[src/mem_pkg.sv]
`default_nettype none

package mem_pkg;

    localparam int unsigned xlen       = 32;
    localparam int unsigned addr_width = 32;
    localparam int unsigned strb_width = xlen / 8;

    // memory opcodes as they come out of execute
    typedef enum logic [3:0] {
        op_none,
        op_lb,
        op_lbu,
        op_lh,
        op_lhu,
        op_lw,
        op_sb,
        op_sh,
        op_sw
    } mem_op_e;

    // 112 bits in total
    typedef struct packed {
        logic                  valid;
        logic [5:0]            tag;
        mem_op_e               op;
        logic [4:0]            rd_idx;
        logic [addr_width-1:0] addr;      // byte address
        logic [xlen-1:0]       rs2_data;  // store data
        logic [xlen-1:0]       rd_data;   // result for writeback
    } uop_t;

    // master to slave
    typedef struct packed {
        logic                  psel;
        logic                  penable;
        logic                  pwrite;
        logic [addr_width-1:0] paddr;
        logic [xlen-1:0]       pwdata;
        logic [strb_width-1:0] pstrb;
    } apb_req_t;

    // slave to master
    typedef struct packed {
        logic [xlen-1:0] prdata;
        logic            pready;
        logic            pslverr;
    } apb_rsp_t;

endpackage

`default_nettype wire
[src/mem_stage.sv]
`default_nettype none

module mem_stage (
    input  logic              clk_i,
    input  logic              rstn_i,
    input  mem_pkg::uop_t     uop_i,
    output logic              stall_o,
    output mem_pkg::uop_t     wb_uop_o,
    output mem_pkg::apb_req_t apb_req_o,
    input  mem_pkg::apb_rsp_t apb_rsp_i
);
    import mem_pkg::*;

    typedef enum logic {
        ready,
        wait_rsp
    } stage_state_e;

    stage_state_e state_q;
    stage_state_e state_d;

    uop_t wb_uop_q;
    uop_t wb_uop_d;

    logic                  is_read;
    logic                  is_write;
    logic                  is_mem;
    logic [strb_width-1:0] strb;
    logic [xlen-1:0]       wdata;
    logic                  req_valid;
    logic                  bus_busy;
    logic                  bus_done;
    logic [xlen-1:0]       bus_rdata;

    // pick byte or halfword out of the read word, then extend
    function automatic logic [xlen-1:0] load_extend(input mem_op_e         op,
                                                    input logic [1:0]      lo,
                                                    input logic [xlen-1:0] word);
        logic [7:0]      byte_sel;
        logic [15:0]     half_sel;
        logic [xlen-1:0] res;
        byte_sel = word[8*lo +: 8];
        half_sel = word[16*lo[1] +: 16];
        case (op)
            op_lb:   res = {{(xlen-8){byte_sel[7]}}, byte_sel};
            op_lbu:  res = {{(xlen-8){1'b0}}, byte_sel};
            op_lh:   res = {{(xlen-16){half_sel[15]}}, half_sel};
            op_lhu:  res = {{(xlen-16){1'b0}}, half_sel};
            default: res = word;   // lw
        endcase
        return res;
    endfunction

    lsu_decode lsu_decode_inst (
        .op_i         ( uop_i.op          ),
        .addr_lo_i    ( uop_i.addr[1:0]   ),
        .store_data_i ( uop_i.rs2_data    ),
        .is_read_o    ( is_read           ),
        .is_write_o   ( is_write          ),
        .strb_o       ( strb              ),
        .wdata_o      ( wdata             )
    );

    apb_bus_master apb_bus_master_inst (
        .clk_i       ( clk_i        ),
        .rstn_i      ( rstn_i       ),
        .req_valid_i ( req_valid    ),
        .req_write_i ( is_write     ),
        .req_addr_i  ( uop_i.addr   ),
        .req_wdata_i ( wdata        ),
        .req_strb_i  ( strb         ),
        .apb_req_o   ( apb_req_o    ),
        .apb_rsp_i   ( apb_rsp_i    ),
        .busy_o      ( bus_busy     ),
        .done_o      ( bus_done     ),
        .rdata_o     ( bus_rdata    )
    );

    assign is_mem = uop_i.valid && (is_read || is_write);

    always_comb begin
        state_d   = state_q;
        stall_o   = 1'b0;
        req_valid = 1'b0;
        wb_uop_d  = uop_i;
        case (state_q)
            ready: begin
                if (is_mem) begin
                    stall_o   = 1'b1;   // held until the bus is done
                    req_valid = !bus_busy;
                    if (!bus_busy) begin
                        state_d = wait_rsp;
                    end
                end
            end
            wait_rsp: begin
                stall_o = 1'b1;
                if (bus_done) begin
                    stall_o = 1'b0;
                    state_d = ready;
                    if (is_read) begin
                        wb_uop_d.rd_data = load_extend(uop_i.op, uop_i.addr[1:0], bus_rdata);
                    end
                end
            end
            default: begin
                state_d = ready;
            end
        endcase
        wb_uop_d.valid = uop_i.valid && !stall_o;
    end

    always_ff @(posedge clk_i) begin
        if (!rstn_i) begin
            state_q  <= ready;
            wb_uop_q <= '0;
        end else begin
            state_q  <= state_d;
            wb_uop_q <= wb_uop_d;
        end
    end

    assign wb_uop_o = wb_uop_q;

endmodule

`default_nettype wire

[src/apb_bus_master.sv]
`default_nettype none

module apb_bus_master (
    input  logic                          clk_i,
    input  logic                          rstn_i,
    input  logic                          req_valid_i,
    input  logic                          req_write_i,
    input  logic [mem_pkg::addr_width-1:0] req_addr_i,
    input  logic [mem_pkg::xlen-1:0]       req_wdata_i,
    input  logic [mem_pkg::strb_width-1:0] req_strb_i,
    output mem_pkg::apb_req_t             apb_req_o,
    input  mem_pkg::apb_rsp_t             apb_rsp_i,
    output logic                          busy_o,
    output logic                          done_o,
    output logic [mem_pkg::xlen-1:0]       rdata_o
);
    import mem_pkg::*;

    typedef enum logic [1:0] {
        idle,
        setup,
        access
    } bus_state_e;

    bus_state_e state_q;
    bus_state_e state_d;

    // request held for the whole transfer
    logic                  write_q;
    logic [addr_width-1:0] addr_q;
    logic [xlen-1:0]       wdata_q;
    logic [strb_width-1:0] strb_q;

    always_comb begin
        state_d = state_q;
        case (state_q)
            idle: begin
                if (req_valid_i) begin
                    state_d = setup;
                end
            end
            setup: begin
                state_d = access;   // setup is always one cycle
            end
            access: begin
                if (apb_rsp_i.pready) begin
                    state_d = idle;
                end
            end
            default: begin
                state_d = idle;
            end
        endcase
    end

    always_ff @(posedge clk_i) begin
        if (!rstn_i) begin
            state_q <= idle;
        end else begin
            state_q <= state_d;
        end
    end

    always_ff @(posedge clk_i) begin
        if (state_q == idle && req_valid_i) begin
            write_q <= req_write_i;
            addr_q  <= {req_addr_i[addr_width-1:2], 2'b00};  // word aligned
            wdata_q <= req_wdata_i;
            strb_q  <= req_strb_i;
        end
    end

    always_comb begin
        apb_req_o.psel    = (state_q != idle);
        apb_req_o.penable = (state_q == access);
        apb_req_o.pwrite  = write_q;
        apb_req_o.paddr   = addr_q;
        apb_req_o.pwdata  = wdata_q;
        apb_req_o.pstrb   = strb_q;
    end

    assign busy_o  = (state_q != idle);
    assign done_o  = (state_q == access) && apb_rsp_i.pready;
    assign rdata_o = apb_rsp_i.prdata;  // valid with done_o

endmodule

`default_nettype wire

[src/lsu_decode.sv]
`default_nettype none

module lsu_decode (
    input  mem_pkg::mem_op_e              op_i,
    input  logic [1:0]                    addr_lo_i,
    input  logic [mem_pkg::xlen-1:0]       store_data_i,
    output logic                          is_read_o,
    output logic                          is_write_o,
    output logic [mem_pkg::strb_width-1:0] strb_o,
    output logic [mem_pkg::xlen-1:0]       wdata_o
);
    import mem_pkg::*;

    always_comb begin
        is_read_o  = 1'b0;
        is_write_o = 1'b0;
        strb_o     = '0;   // loads drive no strobes
        wdata_o    = store_data_i;
        case (op_i)
            op_lb,
            op_lbu,
            op_lh,
            op_lhu,
            op_lw: begin
                is_read_o = 1'b1;
            end
            op_sb: begin
                is_write_o = 1'b1;
                strb_o     = 4'b0001 << addr_lo_i;
                wdata_o    = {4{store_data_i[7:0]}};  // byte on every lane
            end
            op_sh: begin
                is_write_o = 1'b1;
                strb_o     = addr_lo_i[1] ? 4'b1100 : 4'b0011;
                wdata_o    = {2{store_data_i[15:0]}};
            end
            op_sw: begin
                is_write_o = 1'b1;
                strb_o     = 4'b1111;
            end
            default: begin
                // op_none, nothing to do on the bus
                is_read_o  = 1'b0;
                is_write_o = 1'b0;
            end
        endcase
    end

endmodule

`default_nettype wire

[config.mk]
export PLATFORM = sky130hd
export DESIGN_NAME = mem_stage
export DESIGN_NICKNAME = d
export VERILOG_FILES = /design/src/mem_pkg.sv /design/src/mem_stage.sv /design/src/apb_bus_master.sv /design/src/lsu_decode.sv
export SDC_FILE = /design/constraint.sdc
export NUM_CORES = 1
export LEC_CHECK = 0
export ABC_AREA = 0
export BUFFER_PORTS_ARGS = -buffer_cell sky130_fd_sc_hd__buf_2
export CAP_MARGIN = 20
export CORE_AREA = 2 2 131 133
export CTS_CLUSTER_SIZE = 20
export DETAILED_ROUTE_END_ITERATION = 7
export DIE_AREA = 0 0 133 135
export PLACE_DENSITY_LB_ADDON = 0.05
export SYNTH_ARGS = -nofsm -noshare
export SYNTH_HDL_FRONTEND = slang
export SYNTH_SLANG_ARGS = --single-unit
[constraint.sdc]
create_clock -name clk_i -period 7.5 [get_ports clk_i]
set_clock_uncertainty 0.1 [all_clocks]
set_input_delay 0.375 -clock clk_i [delete_from_list [all_inputs] [get_ports clk_i]]
set_output_delay 0.375 -clock clk_i [all_outputs]
set_load 0.02 [all_outputs]
# Word level (Yosys, flattened, before mapping)
# Cells that the tools add are included.
dict set report word_totals {
  reg_bits 182
  latch_bits 0
  ramBits 0
  rom_bits 0
  in_bits 148
  wordCells 61
  n_memories 0
}
dict set report op_classes {
  addsub 0
  n_mul 0
  div 0
  order_cmp 0
  n_eq_ne 12
  n_shift 3
  n_mux 20
  bitwise 1
  n_reduce_logical 12
}
# cell count
set ops {}
lappend ops {{32-bit one-hot mux with 4 select lines} 1}
lappend ops {{32-bit two-way mux} 3}
lappend ops {{32-bit one-hot mux with 2 select lines} 1}
lappend ops {{32-bit by 6-bit variable part select with 16-bit output} 1}
lappend ops {{32-bit by 6-bit variable part select with 8-bit output} 1}
lappend ops {{4-bit by 3-bit equality test with 1-bit output (second input constant)} 4}
lappend ops {{4-bit one-hot mux with 3 select lines} 1}
lappend ops {{4-bit by 2-bit equality test with 1-bit output (second input constant)} 2}
lappend ops {{1-bit two-way mux} 8}
lappend ops {{2-bit one-hot mux with 3 select lines} 1}
lappend ops {{5-bit OR reduction} 1}
lappend ops {{4-bit by 1-bit equality test with 1-bit output (second input constant)} 1}
lappend ops {{4-bit equality test (second input constant)} 1}
lappend ops {{1-bit logical AND} 4}
lappend ops {{2-bit two-way mux} 2}
lappend ops {{4-bit two-way mux} 1}
lappend ops {{2-bit by 1-bit inequality test with 1-bit output (second input constant)} 2}
lappend ops {{1-bit one-hot mux with 2 select lines} 2}
lappend ops {{1-bit by 2-bit << shifter with 4-bit output (first input constant)} 1}
lappend ops {{3-bit OR reduction} 1}
lappend ops {{2-bit by 1-bit equality test with 1-bit output (second input constant)} 1}
lappend ops {{2-bit equality test (second input constant)} 1}
lappend ops {{1-bit logical NOT} 2}
lappend ops {{2-bit logical NOT} 1}
lappend ops {{4 further kinds} 4}

# Depth between registers and ports, before layout
dict set report logic_depth {
  word_depth 9
  mapped_depth 7
  depth_no_buf 4
}

# Hierarchy
# From an unflattened synthesis, not the netlist that was laid out.
dict set report unflattened {
  hier_cells 578
  area_unflattened_um2 7150.6
}
# module instances cells_each area_per_inst_um2
set by_module_without_submodules {}
lappend by_module_without_submodules {mem_stage 1 407 4124.0}
lappend by_module_without_submodules {apb_bus_master 1 114 2387.3}
lappend by_module_without_submodules {lsu_decode 1 57 639.4}

# Worst setup path before layout
# No wires, ideal clock.
dict set report synth_path {
  path_kind {input port to flip-flop}
  startpoint {in uop_i[102] (netlist name)}
  endpoint {reg apb_bus_master_inst.addr_q[10], enable pin}
  arrival_ns 3.899
  setup_slack_ns 3.006
  cell_stages 5
  n_path_buf 2
  path_cell_list {buf_2 > buf_2 > o31ai_1 > nand4b_1 > nor2_1}
}
dict set report synth_between {
  elab_chain_len 8
  elab_cells_between_ends 17
}
# item line_no
set synth_rtl {}
lappend synth_rtl {{start: declaration} mem_stage.sv:6} ;# input mem_pkg::uop_t uop_i,
lappend synth_rtl {{4-bit by 1-bit equality test with 1-bit output (tied with other cells)} lsu_decode.sv:19} ;# case (op_i)
lappend synth_rtl {{5-bit OR reduction or 3-bit OR reduction (tied branches)} --}
lappend synth_rtl {{1-bit two-way mux} lsu_decode.sv:19}
lappend synth_rtl {{1-bit logical OR (*)} mem_stage.sv:79} ;# assign is_mem = uop_i.valid && (is_read || is_write);
lappend synth_rtl {{1-bit logical AND (*)} mem_stage.sv:79}
lappend synth_rtl {{1-bit two-way mux (*)} mem_stage.sv:88} ;# if (is_mem) begin
lappend synth_rtl {{1-bit two-way mux (*)} mem_stage.sv:86} ;# case (state_q)
lappend synth_rtl {{1-bit logical AND (*)} apb_bus_master.sv:65} ;# if (state_q == idle && req_valid_i) begin
lappend synth_rtl {{end signal: assignment} apb_bus_master.sv:67} ;# addr_q <= {req_addr_i[addr_width-1:2], 2'b00};
lappend synth_rtl {{end: declaration} apb_bus_master.sv:30} ;# logic [addr_width-1:0] addr_q;
# Every way passes the cells marked *; elsewhere a longest branch is shown, timed or not.
# A chain may end at the register's enable or synchronous reset.

# Final worst setup path
dict set report layout_path {
  startpoint {in uop_i[101] (netlist name)}
  endpoint {reg apb_bus_master_inst.addr_q[27], enable pin}
}
# The elaborated chain is that of the path after synthesis.

==> reports/results.txt <==
overflow left after global routing: 0
switching share of power: 25.9%
Crit path required time: 7450 ps
commonest non-fill, non-tap cells in the layout: buf_2, dfxtp_1, and2_1
post-CTS sizing: 0
Min-Delay Endpoint: apb_bus_master_inst.addr_q[31]
Post-DP HPWL: 14.0 mm
clk buf depth: 2
final wirelength: 19.2 mm
antenna violations before repair: 2
count of clock tree sinks: 182
Logic pwr share: 13.4%
Cell Rows: 47
R2R cell count: 3
FMAX: 0.393 GHz
worst-margin pin slew: 1010 ps
Initial Util: 41.9%
startpoint types: input port
RePlAce Congestion: 0.877
CP Capture Type: register
Unique masters post-synth: 45
final setup vio count: 0
post-layout minimum cycle time: 2540 ps
Slew HR: 32.6%
total power draw: 0.00223 W
sequential fraction of the synthesis area: 62.8%
WS Path Type: input port to register
Root Buffer: clkbuf_16
Die X: 133 um
FF-to-FF End: apb_bus_master_inst.addr_q[27]
hold_buf cts: 0
pwr/cell area: 244 nW/um^2
max_cap viols: 0
DRC: 0
unrepaired setup endpoints after global routing: no
GRT Overall Usage: 21.1%
Syn. warnings: 0
port bufs: 328
status: complete, no violations
Final period util: 33.9%
fill count: 1505
Post-synth EDFFs: 67
Post-Place Setup Slack: 4450 ps
Max IR drop VDD: 0.000156 V
Syn Area/Cell: 11.7 um^2
Hold Crit Class: input port to register
Final nets: 1035
CTS tree: yes
Int Pwr: 0.00165 W
Clk pwr share: 37.5%
layout cells sized above 1: 43.1%
Primary FF master, synth: dfxtp_1
Finished Core Util: 55.7%
Leak: 4.21 nW
clock-pin slew on the worst setup and hold paths: 70 ps
register area: 4310 um^2
Setup TNS Final: 0 ps
io pins: 332
post-CTS setup buffer count: 0
DRT iter0 DRCs: 311
cts bufs inserted: 17
largest net degree at the start of global routing: 85
final setup margin: 4960 ps
Yosys reg bits: 182
crit-path cells: buf_2 > or4_1 > nand4b_1 > nor2_4 > buf_4
commonest non-fill, non-tap cell in the layout: buf_2
Crit Reg-Reg Startpoint: apb_bus_master_inst.state_q[1]
FF-to-FF setup slack: 5140 ps
worst skew pair latency: 420 ps
die area: 18000 um^2
vias in the first global route: 5451
wire length per cell: 17.1 um
Area growth syn-to-layout: 33.1%
Placed Instances: 1088
First-pass DRT Iterations: 4
first-pass GRT wire length: 29.1 mm
Vias/cell: 4.89
Critical Path Slowest Stage Cell: buf_4
Core ar.: 16400 um^2
Flop pwr share: 49.1%
Syn Std Cell Area: 6870 um^2
non-filler instance count after layout: 1121
Vias: 5487
Max FO, Critical Path: 48
sw power: 0.000579 W
Die Height: 135 um
final slew viol count: 0
Mapped Cells: 585
CP Data Arrival Time: 2490 ps
Max stage delay on crit path: 630 ps
Final Hold Viols: 0
post-synthesis async set-or-reset flop share: 0%
Cells on Worst Hold Path: 1
Post-DRT Antenna Nets: 0
H-Tree Level Count: 4
min-delay src: uop_i[95]
Multi-input gate area: 2320 um^2
## sequential cells by signal (all words and copies together), names as in the netlist
signal / count
apb_bus_master_inst.wdata_q: 32
apb_bus_master_inst.addr_q: 30
apb_bus_master_inst.write_q: 1
wb_uop_o: 112
apb_bus_master_inst.state_q: 2
state_q: 1
apb_bus_master_inst.strb_q: 4
## per-layer routing
| metal | part of all wire (%) | GRT usage [%] |
|---|---|---|
| met5 | 0.057 | 0 |
| met4 | 2.0 | 7.53 |
| met3 | 8.6 | 7.51 |
| met2 | 51 | 37.4 |
| met1 | 38 | 23.5 |
## logic make-up after synthesis
logic type             synth area share [%]
AND/OR/NAND/NOR                        16.6
flip-flops                             62.8
AO/OA/AOI/OAI                          9.55
buffers and inverters                  3.52
multiplexers                           7.43
other                                0.0546
## metrics by stage
stage,hold slack [ps],cell area [um^2]
2_1_floorplan,374,6870
3_3_place_gp,445,8580
3_5_place_dp,464,8580
4_1_cts,14.6,9140
5_1_grt,11.6,9140
6_report,35.7,9140
## worst max-delay path: cells and delay by family
| kind | cells | cell delay [ps] |
|---|---|---|
| buffers and inverters | 2 | 1130 |
| AND/OR/NAND/NOR | 3 | 940 |
## synth_stat cells, types with 8 or more instances
cell | instances | area (um^2)
nand2_1 | 71 | 267
clkbuf_1 | 28 | 105
nor2_1 | 22 | 82.6
o21ai_0 | 37 | 185
dfxtp_1 | 115 | 2300
edfxtp_1 | 67 | 2010
mux4_2 | 8 | 180
a31oi_1 | 17 | 106
buf_2 | 13 | 65.1
mux2i_1 | 24 | 240
mux2_2 | 8 | 90.1
and2_1 | 80 | 500
o32ai_1 | 15 | 131
a21oi_1 | 8 | 40.0
## power groups by stage
stage / logic [W] / clock network [W] / registers [W]
3_3_place_gp: 0.000299 / 0 / 0.00112
5_1_grt: 0.000325 / 0.000898 / 0.00110
6_report: 0.000299 / 0.000837 / 0.00110
3_5_place_dp: 0.000303 / 0 / 0.00112
2_1_floorplan: 0.000107 / 0 / 0.00119
4_1_cts: 0.000304 / 0.000857 / 0.00110
## worst max path at each step
| stage | startpoint | endpoint | slack [ps] | cells after the start |
|---|---|---|---|---|
| finish | uop_i[101] | apb_bus_master_inst.addr_q[27] | 4960 | 5 |
| floorplan | uop_i[102] | apb_bus_master_inst.addr_q[10] | 3010 | 5 |
| detailed placement | uop_i[101] | apb_bus_master_inst.wdata_q[7] | 4450 | 5 |
| global route | uop_i[101] | apb_bus_master_inst.addr_q[27] | 4780 | 5 |
| global placement | uop_i[101] | apb_bus_master_inst.addr_q[30] | 4510 | 5 |
| CTS | uop_i[101] | apb_bus_master_inst.wdata_q[9] | 4900 | 5 |
## area by class of cell
cell class	count	share of cell area [%]
Antenna cell	1	0.0274
Clock buffer	21	5.16
Tap cell	220	3.01
Timing Repair Buffer	331	18.2
Inverter	2	0.0821
Clock inverter	11	0.917
Sequential cell	182	47.2
Multi-Input combinational cell	353	25.4
Power figures use the tool's default switching activity.
